===== config.mk =====
export PLATFORM = sky130hd
export DESIGN_NAME = xdom
export DESIGN_NICKNAME = d
export VERILOG_FILES = /design/src/xdom_pkg.sv /design/src/axil_reg_slave.sv /design/src/xdom_regs.sv /design/src/chan_status_mux.sv /design/src/io_ctrl_demux.sv /design/src/periodic_pulser.sv /design/src/xdom.sv
export SDC_FILE = /design/constraint.sdc
export NUM_CORES = 1
export LEC_CHECK = 0
export BUFFER_PORTS_ARGS = -buffer_cell sky130_fd_sc_hd__buf_2
export CORE_AREA = 3 3 551 553
export DETAILED_ROUTE_END_ITERATION = 8
export DIE_AREA = 0 0 554 556
export MAX_ROUTING_LAYER = met4
export PLACE_DENSITY_LB_ADDON = 0.15
export SLEW_MARGIN = 20
export SYNTH_ARGS = -nofsm -noshare
export SYNTH_HDL_FRONTEND = slang
export SYNTH_SLANG_ARGS = --single-unit

===== constraint.sdc =====
create_clock -name clk -period 7.29 [get_ports clk]
set_input_delay 2.187 -clock clk [delete_from_list [all_inputs] [get_ports clk]]
set_output_delay 2.187 -clock clk [all_outputs]
set_load 0.05 [all_outputs]

===== src/xdom_pkg.sv =====
// Shared constants and encodings for the digitizer control block.
// Register addresses are word addresses on the internal 16-bit register bus.
// Modules refer to these by scoped names.
package xdom_pkg;

  localparam int DATA_W      = 16;
  localparam int ADDR_W      = 12;
  localparam int AXI_ADDR_W  = 14;
  localparam int SEL_W       = 5;
  localparam int TAP_W       = 10;
  localparam int TRIG_CONF_W = 7;
  localparam int THR_W       = 12;
  localparam int N_PULSER    = 6;

  // Register map
  typedef enum logic [ADDR_W-1:0] {
    ADR_VERSION       = 12'hFFF,
    ADR_TRIG_CONF     = 12'hBFE,
    ADR_TRIG_THR      = 12'hBFD,
    ADR_SW_MASK_HI    = 12'hBFC,
    ADR_SW_MASK_LO    = 12'hBFB,
    ADR_ARM_MASK_HI   = 12'hBFA,
    ADR_ARM_MASK_LO   = 12'hBF9,
    ADR_TRIG_CTRL     = 12'hBF8,
    ADR_ARMED_HI      = 12'hBF6,
    ADR_ARMED_LO      = 12'hBF5,
    ADR_BUF_SEL       = 12'hBEF,
    ADR_BUF_N_WFMS    = 12'hBEE,
    ADR_BUF_WDS_USED  = 12'hBED,
    ADR_IO_SEL        = 12'hBE6,
    ADR_IO_CTRL       = 12'hBE5,
    ADR_TAP_OUT       = 12'hBE4,
    ADR_PULSER_SINGLE = 12'hBCE,
    ADR_FLUSH         = 12'hBBF,
    ADR_PULSER_PER_HI = 12'hBB3,
    ADR_PULSER_PER_LO = 12'hBB2,
    ADR_PULSER_EN     = 12'hBB1
  } reg_addr_e;

  typedef enum logic [1:0] {
    RESP_OKAY   = 2'b00,
    RESP_SLVERR = 2'b10
  } axi_resp_e;

endpackage


===== src/axil_reg_slave.sv =====
// AXI4-Lite slave front end for the register file.
// Turns each write into a one-cycle strobe and samples read data on the
// read handshake. One outstanding write and one outstanding read at a time.
`timescale 1ns/100ps

module axil_reg_slave (
  input  logic                            clk,
  input  logic                            rst,
  // Write address and data
  input  logic                            i_awvalid,
  output logic                            o_awready,
  input  logic [xdom_pkg::AXI_ADDR_W-1:0] i_awaddr,
  input  logic                            i_wvalid,
  output logic                            o_wready,
  input  logic [31:0]                     i_wdata,
  // Write response
  output logic                            o_bvalid,
  input  logic                            i_bready,
  output logic [1:0]                      o_bresp,
  // Read address and data
  input  logic                            i_arvalid,
  output logic                            o_arready,
  input  logic [xdom_pkg::AXI_ADDR_W-1:0] i_araddr,
  output logic                            o_rvalid,
  input  logic                            i_rready,
  output logic [31:0]                     o_rdata,
  output logic [1:0]                      o_rresp,
  // Register bus
  output logic                            o_wr_en,
  output logic [xdom_pkg::ADDR_W-1:0]     o_wr_addr,
  output logic [xdom_pkg::DATA_W-1:0]     o_wr_data,
  output logic [xdom_pkg::ADDR_W-1:0]     o_rd_addr,
  input  logic [xdom_pkg::DATA_W-1:0]     i_rd_data
);

  typedef enum logic {WR_IDLE, WR_RESP} wr_state_e;
  typedef enum logic {RD_IDLE, RD_RESP} rd_state_e;

  wr_state_e wr_state;
  rd_state_e rd_state;
  logic      rd_hs;

  ////////////////////////////////////////////////////////////
  // Write channel

  // Address and data are taken together, only while no response waits
  assign o_wr_en   = i_awvalid && i_wvalid && (wr_state == WR_IDLE);
  assign o_awready = o_wr_en;
  assign o_wready  = o_wr_en;
  assign o_wr_addr = i_awaddr[xdom_pkg::AXI_ADDR_W-1:2];
  assign o_wr_data = i_wdata[xdom_pkg::DATA_W-1:0];
  assign o_bvalid  = (wr_state == WR_RESP);
  assign o_bresp   = xdom_pkg::RESP_OKAY;

  always_ff @(posedge clk) begin
    if (rst) begin
      wr_state <= WR_IDLE;
    end else if (o_wr_en) begin
      wr_state <= WR_RESP;
    end else if (i_bready) begin
      wr_state <= WR_IDLE;
    end
  end

  ////////////////////////////////////////////////////////////
  // Read channel
  assign rd_hs     = i_arvalid && (rd_state == RD_IDLE);
  assign o_arready = rd_hs;
  assign o_rd_addr = i_araddr[xdom_pkg::AXI_ADDR_W-1:2];
  assign o_rvalid  = (rd_state == RD_RESP);
  assign o_rresp   = xdom_pkg::RESP_OKAY;

  always_ff @(posedge clk) begin
    if (rst) begin
      rd_state <= RD_IDLE;
    end else if (rd_hs) begin
      rd_state <= RD_RESP;
    end else if (i_rready) begin
      rd_state <= RD_IDLE;
    end
  end

  // Upper half reads as zero
  always_ff @(posedge clk) begin
    if (rd_hs) begin
      o_rdata <= {16'b0, i_rd_data};
    end
  end

endmodule


===== src/xdom_regs.sv =====
// Register file of the control block.
// Holds trigger settings, channel masks and pulser settings, generates the
// trigger, arm, IO and pulser one-shots, runs the flush handshake toward the
// hit buffer and drives the combinational read data.
`timescale 1ns/100ps

module xdom_regs #(
  parameter int N_CHANNELS = 24
) (
  input  logic                             clk,
  input  logic                             rst,
  input  logic                             i_wr_en,
  input  logic [xdom_pkg::ADDR_W-1:0]      i_wr_addr,
  input  logic [xdom_pkg::DATA_W-1:0]      i_wr_data,
  input  logic [xdom_pkg::ADDR_W-1:0]      i_rd_addr,
  output logic [xdom_pkg::DATA_W-1:0]      o_rd_data,
  input  logic [xdom_pkg::DATA_W-1:0]      i_vnum,
  input  logic [N_CHANNELS-1:0]            i_wvb_armed,
  input  logic [xdom_pkg::DATA_W-1:0]      i_n_wfms,
  input  logic [xdom_pkg::DATA_W-1:0]      i_wds_used,
  input  logic [xdom_pkg::TAP_W-1:0]       i_tap_out,
  input  logic                             i_hbuf_flush_ack,
  output logic [xdom_pkg::TRIG_CONF_W-1:0] o_trig_conf,
  output logic [xdom_pkg::THR_W-1:0]       o_trig_thr,
  output logic [N_CHANNELS-1:0]            o_trig_run,
  output logic [N_CHANNELS-1:0]            o_wvb_arm,
  output logic [xdom_pkg::SEL_W-1:0]       o_buf_sel,
  output logic [xdom_pkg::SEL_W-1:0]       o_io_sel,
  output logic [6:0]                       o_io_pulse,
  output logic                             o_hbuf_flush_req,
  output logic [31:0]                      o_pulser_period,
  output logic [xdom_pkg::N_PULSER-1:0]    o_pulser_en,
  output logic [xdom_pkg::N_PULSER-1:0]    o_pulser_single
);

  // Channels above 15 live in the HI registers
  localparam int HI_W = N_CHANNELS - 16;

  logic [N_CHANNELS-1:0] sw_mask;
  logic [N_CHANNELS-1:0] arm_mask;

  ////////////////////////////////////////////////////////////
  // Write decode
  always_ff @(posedge clk) begin
    if (rst) begin
      o_trig_conf      <= '0;
      o_trig_thr       <= '0;
      sw_mask          <= '0;
      arm_mask         <= '0;
      o_trig_run       <= '0;
      o_wvb_arm        <= '0;
      o_buf_sel        <= '0;
      o_io_sel         <= '0;
      o_io_pulse       <= '0;
      o_hbuf_flush_req <= 1'b0;
      o_pulser_period  <= '0;
      o_pulser_en      <= '0;
      o_pulser_single  <= '0;
    end else begin
      // One-shots fall back to zero after a single cycle
      o_trig_run      <= '0;
      o_wvb_arm       <= '0;
      o_io_pulse      <= '0;
      o_pulser_single <= '0;
      if (i_hbuf_flush_ack) begin
        o_hbuf_flush_req <= 1'b0;
      end
      if (i_wr_en) begin
        case (i_wr_addr)
          xdom_pkg::ADR_TRIG_CONF:   o_trig_conf <= i_wr_data[xdom_pkg::TRIG_CONF_W-1:0];
          xdom_pkg::ADR_TRIG_THR:    o_trig_thr <= i_wr_data[xdom_pkg::THR_W-1:0];
          xdom_pkg::ADR_SW_MASK_HI:  sw_mask[N_CHANNELS-1:16] <= i_wr_data[HI_W-1:0];
          xdom_pkg::ADR_SW_MASK_LO:  sw_mask[15:0] <= i_wr_data;
          xdom_pkg::ADR_ARM_MASK_HI: arm_mask[N_CHANNELS-1:16] <= i_wr_data[HI_W-1:0];
          xdom_pkg::ADR_ARM_MASK_LO: arm_mask[15:0] <= i_wr_data;
          xdom_pkg::ADR_TRIG_CTRL: begin
            if (i_wr_data[0]) o_trig_run <= sw_mask;
            if (i_wr_data[1]) o_wvb_arm <= arm_mask;
          end
          xdom_pkg::ADR_BUF_SEL: o_buf_sel <= i_wr_data[xdom_pkg::SEL_W-1:0];
          xdom_pkg::ADR_IO_SEL:  o_io_sel <= i_wr_data[xdom_pkg::SEL_W-1:0];
          // inc/ce/bitslip for both lanes, then discr bitslip
          xdom_pkg::ADR_IO_CTRL: o_io_pulse <= {i_wr_data[8], i_wr_data[6:4], i_wr_data[2:0]};
          xdom_pkg::ADR_PULSER_SINGLE: begin
            o_pulser_single <= i_wr_data[xdom_pkg::N_PULSER-1:0];
          end
          xdom_pkg::ADR_FLUSH: begin
            if (i_wr_data[0] && !i_hbuf_flush_ack) o_hbuf_flush_req <= 1'b1;
          end
          xdom_pkg::ADR_PULSER_PER_HI: o_pulser_period[31:16] <= i_wr_data;
          xdom_pkg::ADR_PULSER_PER_LO: o_pulser_period[15:0] <= i_wr_data;
          xdom_pkg::ADR_PULSER_EN:     o_pulser_en <= i_wr_data[xdom_pkg::N_PULSER-1:0];
          default: ;
        endcase
      end
    end
  end

  ////////////////////////////////////////////////////////////
  // Read mux with unmapped addresses reading zero
  always_comb begin
    o_rd_data = '0;
    case (i_rd_addr)
      xdom_pkg::ADR_VERSION:       o_rd_data = i_vnum;
      xdom_pkg::ADR_TRIG_CONF:     o_rd_data[xdom_pkg::TRIG_CONF_W-1:0] = o_trig_conf;
      xdom_pkg::ADR_TRIG_THR:      o_rd_data[xdom_pkg::THR_W-1:0] = o_trig_thr;
      xdom_pkg::ADR_SW_MASK_HI:    o_rd_data[HI_W-1:0] = sw_mask[N_CHANNELS-1:16];
      xdom_pkg::ADR_SW_MASK_LO:    o_rd_data = sw_mask[15:0];
      xdom_pkg::ADR_ARM_MASK_HI:   o_rd_data[HI_W-1:0] = arm_mask[N_CHANNELS-1:16];
      xdom_pkg::ADR_ARM_MASK_LO:   o_rd_data = arm_mask[15:0];
      xdom_pkg::ADR_ARMED_HI:      o_rd_data[HI_W-1:0] = i_wvb_armed[N_CHANNELS-1:16];
      xdom_pkg::ADR_ARMED_LO:      o_rd_data = i_wvb_armed[15:0];
      xdom_pkg::ADR_BUF_SEL:       o_rd_data[xdom_pkg::SEL_W-1:0] = o_buf_sel;
      xdom_pkg::ADR_BUF_N_WFMS:    o_rd_data = i_n_wfms;
      xdom_pkg::ADR_BUF_WDS_USED:  o_rd_data = i_wds_used;
      xdom_pkg::ADR_IO_SEL:        o_rd_data[xdom_pkg::SEL_W-1:0] = o_io_sel;
      xdom_pkg::ADR_TAP_OUT:       o_rd_data[xdom_pkg::TAP_W-1:0] = i_tap_out;
      xdom_pkg::ADR_FLUSH:         o_rd_data[0] = o_hbuf_flush_req | i_hbuf_flush_ack;
      xdom_pkg::ADR_PULSER_PER_HI: o_rd_data = o_pulser_period[31:16];
      xdom_pkg::ADR_PULSER_PER_LO: o_rd_data = o_pulser_period[15:0];
      xdom_pkg::ADR_PULSER_EN:     o_rd_data[xdom_pkg::N_PULSER-1:0] = o_pulser_en;
      default: ;
    endcase
  end

endmodule


===== src/chan_status_mux.sv =====
// Per-channel status selection for register readback.
// Picks one channel's slice of the wide status buses and registers it,
// which keeps the wide muxes off the read path.
`timescale 1ns/100ps

module chan_status_mux #(
  parameter int N_CHANNELS = 24
) (
  input  logic                                  clk,
  input  logic [xdom_pkg::SEL_W-1:0]            i_buf_sel,
  input  logic [xdom_pkg::SEL_W-1:0]            i_io_sel,
  input  logic [N_CHANNELS*xdom_pkg::DATA_W-1:0] i_wfms_in_buf,
  input  logic [N_CHANNELS*xdom_pkg::DATA_W-1:0] i_buf_wds_used,
  input  logic [N_CHANNELS*xdom_pkg::TAP_W-1:0]  i_adc_delay_tap,
  output logic [xdom_pkg::DATA_W-1:0]           o_n_wfms,
  output logic [xdom_pkg::DATA_W-1:0]           o_wds_used,
  output logic [xdom_pkg::TAP_W-1:0]            o_tap_out
);

  always_ff @(posedge clk) begin
    o_n_wfms   <= '0;
    o_wds_used <= '0;
    o_tap_out  <= '0;
    // Out of range selects read back as zero
    if (i_buf_sel < N_CHANNELS) begin
      o_n_wfms   <= i_wfms_in_buf[i_buf_sel*xdom_pkg::DATA_W +: xdom_pkg::DATA_W];
      o_wds_used <= i_buf_wds_used[i_buf_sel*xdom_pkg::DATA_W +: xdom_pkg::DATA_W];
    end
    if (i_io_sel < N_CHANNELS) begin
      o_tap_out <= i_adc_delay_tap[i_io_sel*xdom_pkg::TAP_W +: xdom_pkg::TAP_W];
    end
  end

endmodule


===== src/io_ctrl_demux.sv =====
// Routes the IO control one-shots to the selected channel.
// Each channel has two ADC lanes and one discriminator input; only the
// selected channel sees the pulse, one cycle after it arrives.
`timescale 1ns/100ps

module io_ctrl_demux #(
  parameter int N_CHANNELS = 24
) (
  input  logic                          clk,
  input  logic                          rst,
  input  logic [xdom_pkg::SEL_W-1:0]    i_io_sel,
  input  logic [6:0]                    i_io_pulse,
  output logic [2*N_CHANNELS-1:0]       o_adc_delay_ce,
  output logic [2*N_CHANNELS-1:0]       o_adc_delay_inc,
  output logic [2*N_CHANNELS-1:0]       o_adc_bitslip,
  output logic [N_CHANNELS-1:0]         o_discr_bitslip
);

  always_ff @(posedge clk) begin
    if (rst) begin
      o_adc_delay_ce  <= '0;
      o_adc_delay_inc <= '0;
      o_adc_bitslip   <= '0;
      o_discr_bitslip <= '0;
    end else begin
      for (int c = 0; c < N_CHANNELS; c++) begin
        // Pulse layout is lane 0 in bits 2:0, lane 1 in bits 5:3
        o_adc_delay_inc[2*c +: 2] <= (i_io_sel == c) ? {i_io_pulse[3], i_io_pulse[0]} : 2'b0;
        o_adc_delay_ce[2*c +: 2]  <= (i_io_sel == c) ? {i_io_pulse[4], i_io_pulse[1]} : 2'b0;
        o_adc_bitslip[2*c +: 2]   <= (i_io_sel == c) ? {i_io_pulse[5], i_io_pulse[2]} : 2'b0;
        o_discr_bitslip[c]        <= (i_io_sel == c) && i_io_pulse[6];
      end
    end
  end

endmodule


===== src/periodic_pulser.sv =====
// AFE pulser trigger generation.
// A free-running counter ticks once every i_period cycles; the tick is
// masked per output and merged with the single-shot pulses.
`timescale 1ns/100ps

module periodic_pulser (
  input  logic                          clk,
  input  logic                          rst,
  input  logic [31:0]                   i_period,
  input  logic [xdom_pkg::N_PULSER-1:0] i_enable,
  input  logic [xdom_pkg::N_PULSER-1:0] i_single,
  output logic [xdom_pkg::N_PULSER-1:0] o_pulser_trig
);

  logic [31:0] count;
  logic        tick;

  always_ff @(posedge clk) begin
    if (rst || i_period == 0) begin
      count <= '0;
      tick  <= 1'b0;
    end else if (count >= i_period - 1) begin
      count <= '0;
      tick  <= 1'b1;
    end else begin
      count <= count + 1;
      tick  <= 1'b0;
    end
  end

  assign o_pulser_trig = i_single | ({xdom_pkg::N_PULSER{tick}} & i_enable);

endmodule


===== src/xdom.sv =====
// Top level of the digitizer control and status block.
// AXI4-Lite slave in front of the register file, plus the channel status
// muxes, IO control demux and pulser trigger generator.
`timescale 1ns/100ps

module xdom #(
  parameter int N_CHANNELS = 24
) (
  input  logic                                   clk,
  input  logic                                   rst,
  input  logic                                   i_awvalid,
  output logic                                   o_awready,
  input  logic [xdom_pkg::AXI_ADDR_W-1:0]        i_awaddr,
  input  logic                                   i_wvalid,
  output logic                                   o_wready,
  input  logic [31:0]                            i_wdata,
  output logic                                   o_bvalid,
  input  logic                                   i_bready,
  output logic [1:0]                             o_bresp,
  input  logic                                   i_arvalid,
  output logic                                   o_arready,
  input  logic [xdom_pkg::AXI_ADDR_W-1:0]        i_araddr,
  output logic                                   o_rvalid,
  input  logic                                   i_rready,
  output logic [31:0]                            o_rdata,
  output logic [1:0]                             o_rresp,
  input  logic [xdom_pkg::DATA_W-1:0]            i_vnum,
  input  logic [N_CHANNELS-1:0]                  i_wvb_armed,
  input  logic [N_CHANNELS*xdom_pkg::DATA_W-1:0] i_wfms_in_buf,
  input  logic [N_CHANNELS*xdom_pkg::DATA_W-1:0] i_buf_wds_used,
  input  logic [N_CHANNELS*xdom_pkg::TAP_W-1:0]  i_adc_delay_tap,
  input  logic                                   i_hbuf_flush_ack,
  output logic                                   o_hbuf_flush_req,
  output logic [xdom_pkg::TRIG_CONF_W-1:0]       o_trig_conf,
  output logic [xdom_pkg::THR_W-1:0]             o_trig_thr,
  output logic [N_CHANNELS-1:0]                  o_trig_run,
  output logic [N_CHANNELS-1:0]                  o_wvb_arm,
  output logic [2*N_CHANNELS-1:0]                o_adc_delay_ce,
  output logic [2*N_CHANNELS-1:0]                o_adc_delay_inc,
  output logic [2*N_CHANNELS-1:0]                o_adc_bitslip,
  output logic [N_CHANNELS-1:0]                  o_discr_bitslip,
  output logic [xdom_pkg::N_PULSER-1:0]          o_pulser_trig
);

  logic                            wr_en;
  logic [xdom_pkg::ADDR_W-1:0]     wr_addr;
  logic [xdom_pkg::DATA_W-1:0]     wr_data;
  logic [xdom_pkg::ADDR_W-1:0]     rd_addr;
  logic [xdom_pkg::DATA_W-1:0]     rd_data;
  logic [xdom_pkg::SEL_W-1:0]      buf_sel;
  logic [xdom_pkg::SEL_W-1:0]      io_sel;
  logic [6:0]                      io_pulse;
  logic [xdom_pkg::DATA_W-1:0]     n_wfms;
  logic [xdom_pkg::DATA_W-1:0]     wds_used;
  logic [xdom_pkg::TAP_W-1:0]      tap_out;
  logic [31:0]                     pulser_period;
  logic [xdom_pkg::N_PULSER-1:0]   pulser_en;
  logic [xdom_pkg::N_PULSER-1:0]   pulser_single;

  ////////////////////////////////////////////////////////////
  // Bus front end and registers
  axil_reg_slave u_axil (
    .clk, .rst,
    .i_awvalid, .o_awready, .i_awaddr, .i_wvalid, .o_wready, .i_wdata,
    .o_bvalid, .i_bready, .o_bresp,
    .i_arvalid, .o_arready, .i_araddr, .o_rvalid, .i_rready, .o_rdata, .o_rresp,
    .o_wr_en(wr_en), .o_wr_addr(wr_addr), .o_wr_data(wr_data),
    .o_rd_addr(rd_addr), .i_rd_data(rd_data)
  );

  xdom_regs #(.N_CHANNELS(N_CHANNELS)) u_regs (
    .clk, .rst,
    .i_wr_en(wr_en), .i_wr_addr(wr_addr), .i_wr_data(wr_data),
    .i_rd_addr(rd_addr), .o_rd_data(rd_data),
    .i_vnum, .i_wvb_armed,
    .i_n_wfms(n_wfms), .i_wds_used(wds_used), .i_tap_out(tap_out),
    .i_hbuf_flush_ack, .o_trig_conf, .o_trig_thr, .o_trig_run, .o_wvb_arm,
    .o_buf_sel(buf_sel), .o_io_sel(io_sel), .o_io_pulse(io_pulse),
    .o_hbuf_flush_req, .o_pulser_period(pulser_period),
    .o_pulser_en(pulser_en), .o_pulser_single(pulser_single)
  );

  ////////////////////////////////////////////////////////////
  // Datapath blocks
  chan_status_mux #(.N_CHANNELS(N_CHANNELS)) u_status (
    .clk, .i_buf_sel(buf_sel), .i_io_sel(io_sel),
    .i_wfms_in_buf, .i_buf_wds_used, .i_adc_delay_tap,
    .o_n_wfms(n_wfms), .o_wds_used(wds_used), .o_tap_out(tap_out)
  );

  io_ctrl_demux #(.N_CHANNELS(N_CHANNELS)) u_io (
    .clk, .rst, .i_io_sel(io_sel), .i_io_pulse(io_pulse),
    .o_adc_delay_ce, .o_adc_delay_inc, .o_adc_bitslip, .o_discr_bitslip
  );

  periodic_pulser u_pulser (
    .clk, .rst, .i_period(pulser_period), .i_enable(pulser_en),
    .i_single(pulser_single), .o_pulser_trig
  );

endmodule


==> qor_table.md <==
| Metric | Reported |
|:---|:---|
| Outcome | completed |
| Sw Pwr | 1.71 mW |
| Total wirelength of the detailed-routed design | 224000 um |
| Sum of overflow across all layers after global routing | 0 |
| Share of total power in the clock network | 0.502 |
| Worst EP required | 5.10 ns |
| Worst-path maximum fanout | 6 |
| Die boundary width | 554 um |
| DR vias | 24633 |
| Unrepaired setup endpoints after global routing | no |
| Hold crit path type | flop to flop |
| Average cell area after synthesis | 11.4 um^2 |
| Pre-CTS setup slack | 2.21 ns |
| Vias in the first global route | 25575 |
| Pin count of the biggest net entering global routing | 108 |
| Sequential fraction of design power | 0.381 |
| CTS tree | yes |
| Overall track demand over capacity in global routing | 0.142 |
| H-Tree Level Count | 2 |
| Skew final | 0.0593 ns |
| Util after Layout | 0.128 |
| Maximum clock frequency | 197 MHz |
| Clk slew on worst S/H paths | 0.06 ns |
| Largest cells by area after synthesis | sky130_fd_sc_hd__dfxtp_1, sky130_fd_sc_hd__mux4_2, sky130_fd_sc_hd__mux2i_1, sky130_fd_sc_hd__and2_1, sky130_fd_sc_hd__nor2_1 |
| Total non-filler cell area in the finished layout | 38400 um^2 |
| Relative max-transition margin | 0.212 |
| Number of remaining DRC errors | 0 |
| Crit Path Category | input port to primary output |
| Switching share of total power | 0.266 |
| Worst-Skew Late Latency | 0.69 ns |
| Inserted Clock Buffers | 60 |
| Post-synthesis async set-or-reset flop share | 0 |
| Fin crit share | 0.698 |
| Hold slack | 0.458 ns |
| Critical path startpoint category | input port |
| Number of enable-type register cells in the synthesized netlist | 16 |
| Worst VDD drop | 0.000162 V |
| Iteration-0 DRC count of the detailed router | 1543 |
| Synthesized cell area | 24500 um^2 |
| Count of final max-slew check failures | 0 |
| Register bit total from synthesis | 438 |
| Sequential-to-total area share from yosys stat | 0.364 |
| Count of antenna-violating nets left after detailed routing | 0 |
| Hold-fix buffer count after cts | 0 |
| Global-route wire length before repair | 278000 um |
| Count of max-cap constraint violations | 0 |
| Leak pwr | 16.0 nW |
| Post-layout worst setup margin | 2.20 ns |
| # Post-CTS Setup Buffers | 0 |
| Starting Density | 0.0820 |
| Power per cell area | 167 nW/um^2 |
| Antenna violations before repair | 207 |
| Int Pwr | 4.71 mW |
| Net count of the finished layout | 4605 |
| Leading area contributor after synthesis | sky130_fd_sc_hd__dfxtp_1 |
| Detailed-router iteration count before antenna repair | 5 |
| Number of placement rows | 201 |
| Number of placed I/O pins | 1399 |
| Sinks on the clock net | 438 |
| Detail Placement HPWL | 194000 um |
| Average via count per standard cell | 3.27 |
| Crit. End Element | primary output |
| Cell at the root of the clock tree | sky130_fd_sc_hd__clkbuf_16 |
| Average wire length per cell after detail routing | 29.7 um |
| Cell area reported after detailed placement | 36100 um^2 |
| Number of distinct library cells after synthesis | 67 |
| Prevailing post-synth register cell | sky130_fd_sc_hd__dfxtp_1 |
| Post-synth top area share | 0.344 |
| Ratio of cells with drive above 1 in the final layout | 0.528 |
| Setup TNS | 0 ns |
| Growth of design area from synthesis to finish | 56.6% |
| Final hold violation count | 0 |
| Number of endpoints failing setup at the final stage | 0 |
| Number of synthesis warnings | 0 |
| Data arrival at the endpoint of the critical path | 2.90 ns |
| Power share of the combinational group | 0.118 |
| Bufs on Longest Clock Path | 3 |
| Die Height | 556 um |
| Gate Count Post-Synth | 2156 |
| Die area | 308000 um^2 |
| Tightest Pin Transition | 1.17 ns |
| Final critical-path required period | 5.09 ns |
| Count of buffers inserted at the top-level ports | 1358 |
| Post-cts repair resize count | 0 |
| Core outline area | 299000 um^2 |
| Gp weighted congestion | 0.906 |
==> critical path, stage by stage <==
cell	delay, ns
sky130_fd_sc_hd__buf_2	0.08
sky130_fd_sc_hd__nand3b_1	0.20
sky130_fd_sc_hd__inv_1	0.16
sky130_fd_sc_hd__buf_2	0.28
==> per-stage QoR <==
step	instances	total power, mW
after floorplan	2175	2.73
after global placement	7350	3.26
after detailed placement	7350	3.27
after CTS	7459	6.61
after global routing	7528	6.69
final	7542	6.41
==> routing by layer <==
metal | global-route usage | up-vias | share of wire | wire length, um
met5 | - | - | 0 | 0
met2 | 0.261 | 1223 | 0.53 | 118000
met4 | 0.0403 | 0 | 0.035 | 7870
met1 | 0.158 | 12266 | 0.38 | 85700
met3 | 0.0236 | 343 | 0.054 | 12000
li1 | - | 10801 | - | -
==> worst paths after layout <==
check                           slack (ns)                                   start                            endpoint  cells after the start
worst max-delay path                  2.20                               i_awvalid                           o_awready                      4
worst min-delay path                  0.46         u_regs.o_io_pulse[0]$_SDFF_PP0_  u_io.o_adc_delay_inc[0]$_SDFF_PP0_                      1
worst max register to register        2.34  u_regs.o_pulser_period[4]$_SDFFE_PP0P_        u_pulser.count[8]$_SDFF_PP0_                     11
worst min register to register        0.46         u_regs.o_io_pulse[0]$_SDFF_PP0_  u_io.o_adc_delay_inc[0]$_SDFF_PP0_                      1
==> cell usage in the layout, fill, tap and decap left out, types with 11 or more instances in the layout <==
cell type	instances
sky130_fd_sc_hd__a21oi_1	23
sky130_fd_sc_hd__a22o_1	16
sky130_fd_sc_hd__a22oi_1	17
sky130_fd_sc_hd__a32o_1	11
sky130_fd_sc_hd__a32oi_1	12
sky130_fd_sc_hd__and2_1	236
sky130_fd_sc_hd__and3_1	11
sky130_fd_sc_hd__buf_2	1357
sky130_fd_sc_hd__buf_4	54
sky130_fd_sc_hd__clkbuf_16	62
sky130_fd_sc_hd__clkbuf_8	12
sky130_fd_sc_hd__conb_1	20
sky130_fd_sc_hd__dfxtp_1	413
sky130_fd_sc_hd__diode_2	83
sky130_fd_sc_hd__edfxtp_1	16
sky130_fd_sc_hd__ha_1	35
sky130_fd_sc_hd__inv_1	61
sky130_fd_sc_hd__mux2i_1	153
sky130_fd_sc_hd__mux4_2	294
sky130_fd_sc_hd__nand2_1	70
sky130_fd_sc_hd__nand2b_1	12
sky130_fd_sc_hd__nand3_1	45
sky130_fd_sc_hd__nand3b_1	12
sky130_fd_sc_hd__nand4_1	18
sky130_fd_sc_hd__nor2_1	157
sky130_fd_sc_hd__nor2b_1	12
sky130_fd_sc_hd__nor3_1	65
sky130_fd_sc_hd__nor4_1	17
sky130_fd_sc_hd__o21ai_0	14
sky130_fd_sc_hd__o22ai_1	43
sky130_fd_sc_hd__xnor2_1	42
sky130_fd_sc_hd__xor2_1	18
==> power by group through the flow <==
stage                     combinational (mW)  clock (mW)  sequential [mW]
after floorplan                        0.228           0             2.50
after global placement                 0.769           0             2.50
after detailed placement               0.773           0             2.50
after CTS                              0.775        3.39             2.44
after global routing                   0.801        3.45             2.44
final                                  0.755        3.22             2.44
==> cells by family (layout without fill, tap and decap cells) <==
group                      count (synthesis)  count (layout)  share of synthesized area
and+or+nand+nor                          715             715                      0.158
muxes                                    456             456                      0.336
DFF                                      438             438                      0.364
buffers and inverters                    258            1584                     0.0440
AOI/OAI and AO/OA                        193             193                     0.0583
xor gates and xnor gates                  60              60                     0.0214
adders and majority gates                 35              35                     0.0179
other                                      1             103                   0.000153
==> Yosys cell counts, drive strengths merged, types with 17 or more instances <==
cell type,n
clkbuf,136
nor3,69
dfxtp,422
a21oi,23
mux2i,153
nand3,45
buf,61
o22ai,43
a22oi,17
xor2,18
inv,61
nor2,159
nand2,71
and2,238
mux4,294
nor4,22
xnor2,42
nand4,18
ha,35
==> state kept, by name (all words and copies together), names as in the netlist, 32 cells and up <==
| name | flops |
|---|---|
| u_io.o_adc_bitslip | 48 |
| u_io.o_adc_delay_ce | 48 |
| u_io.o_adc_delay_inc | 48 |
| u_pulser.count | 32 |
| u_regs.o_pulser_period | 32 |
==> final cells by class <==
type                       count  area (um^2)
multi-input combinational   1479        14700
timing repair buffer        1414         7260
clock inverter                25          379
tap                         3958         4950
antenna                       83          208
fill                       34405       261000
inverter                      61          229
clock buffer                  84         1750
sequential                   438         8960
No activity file was read; power rests on OpenSTA's default activity.
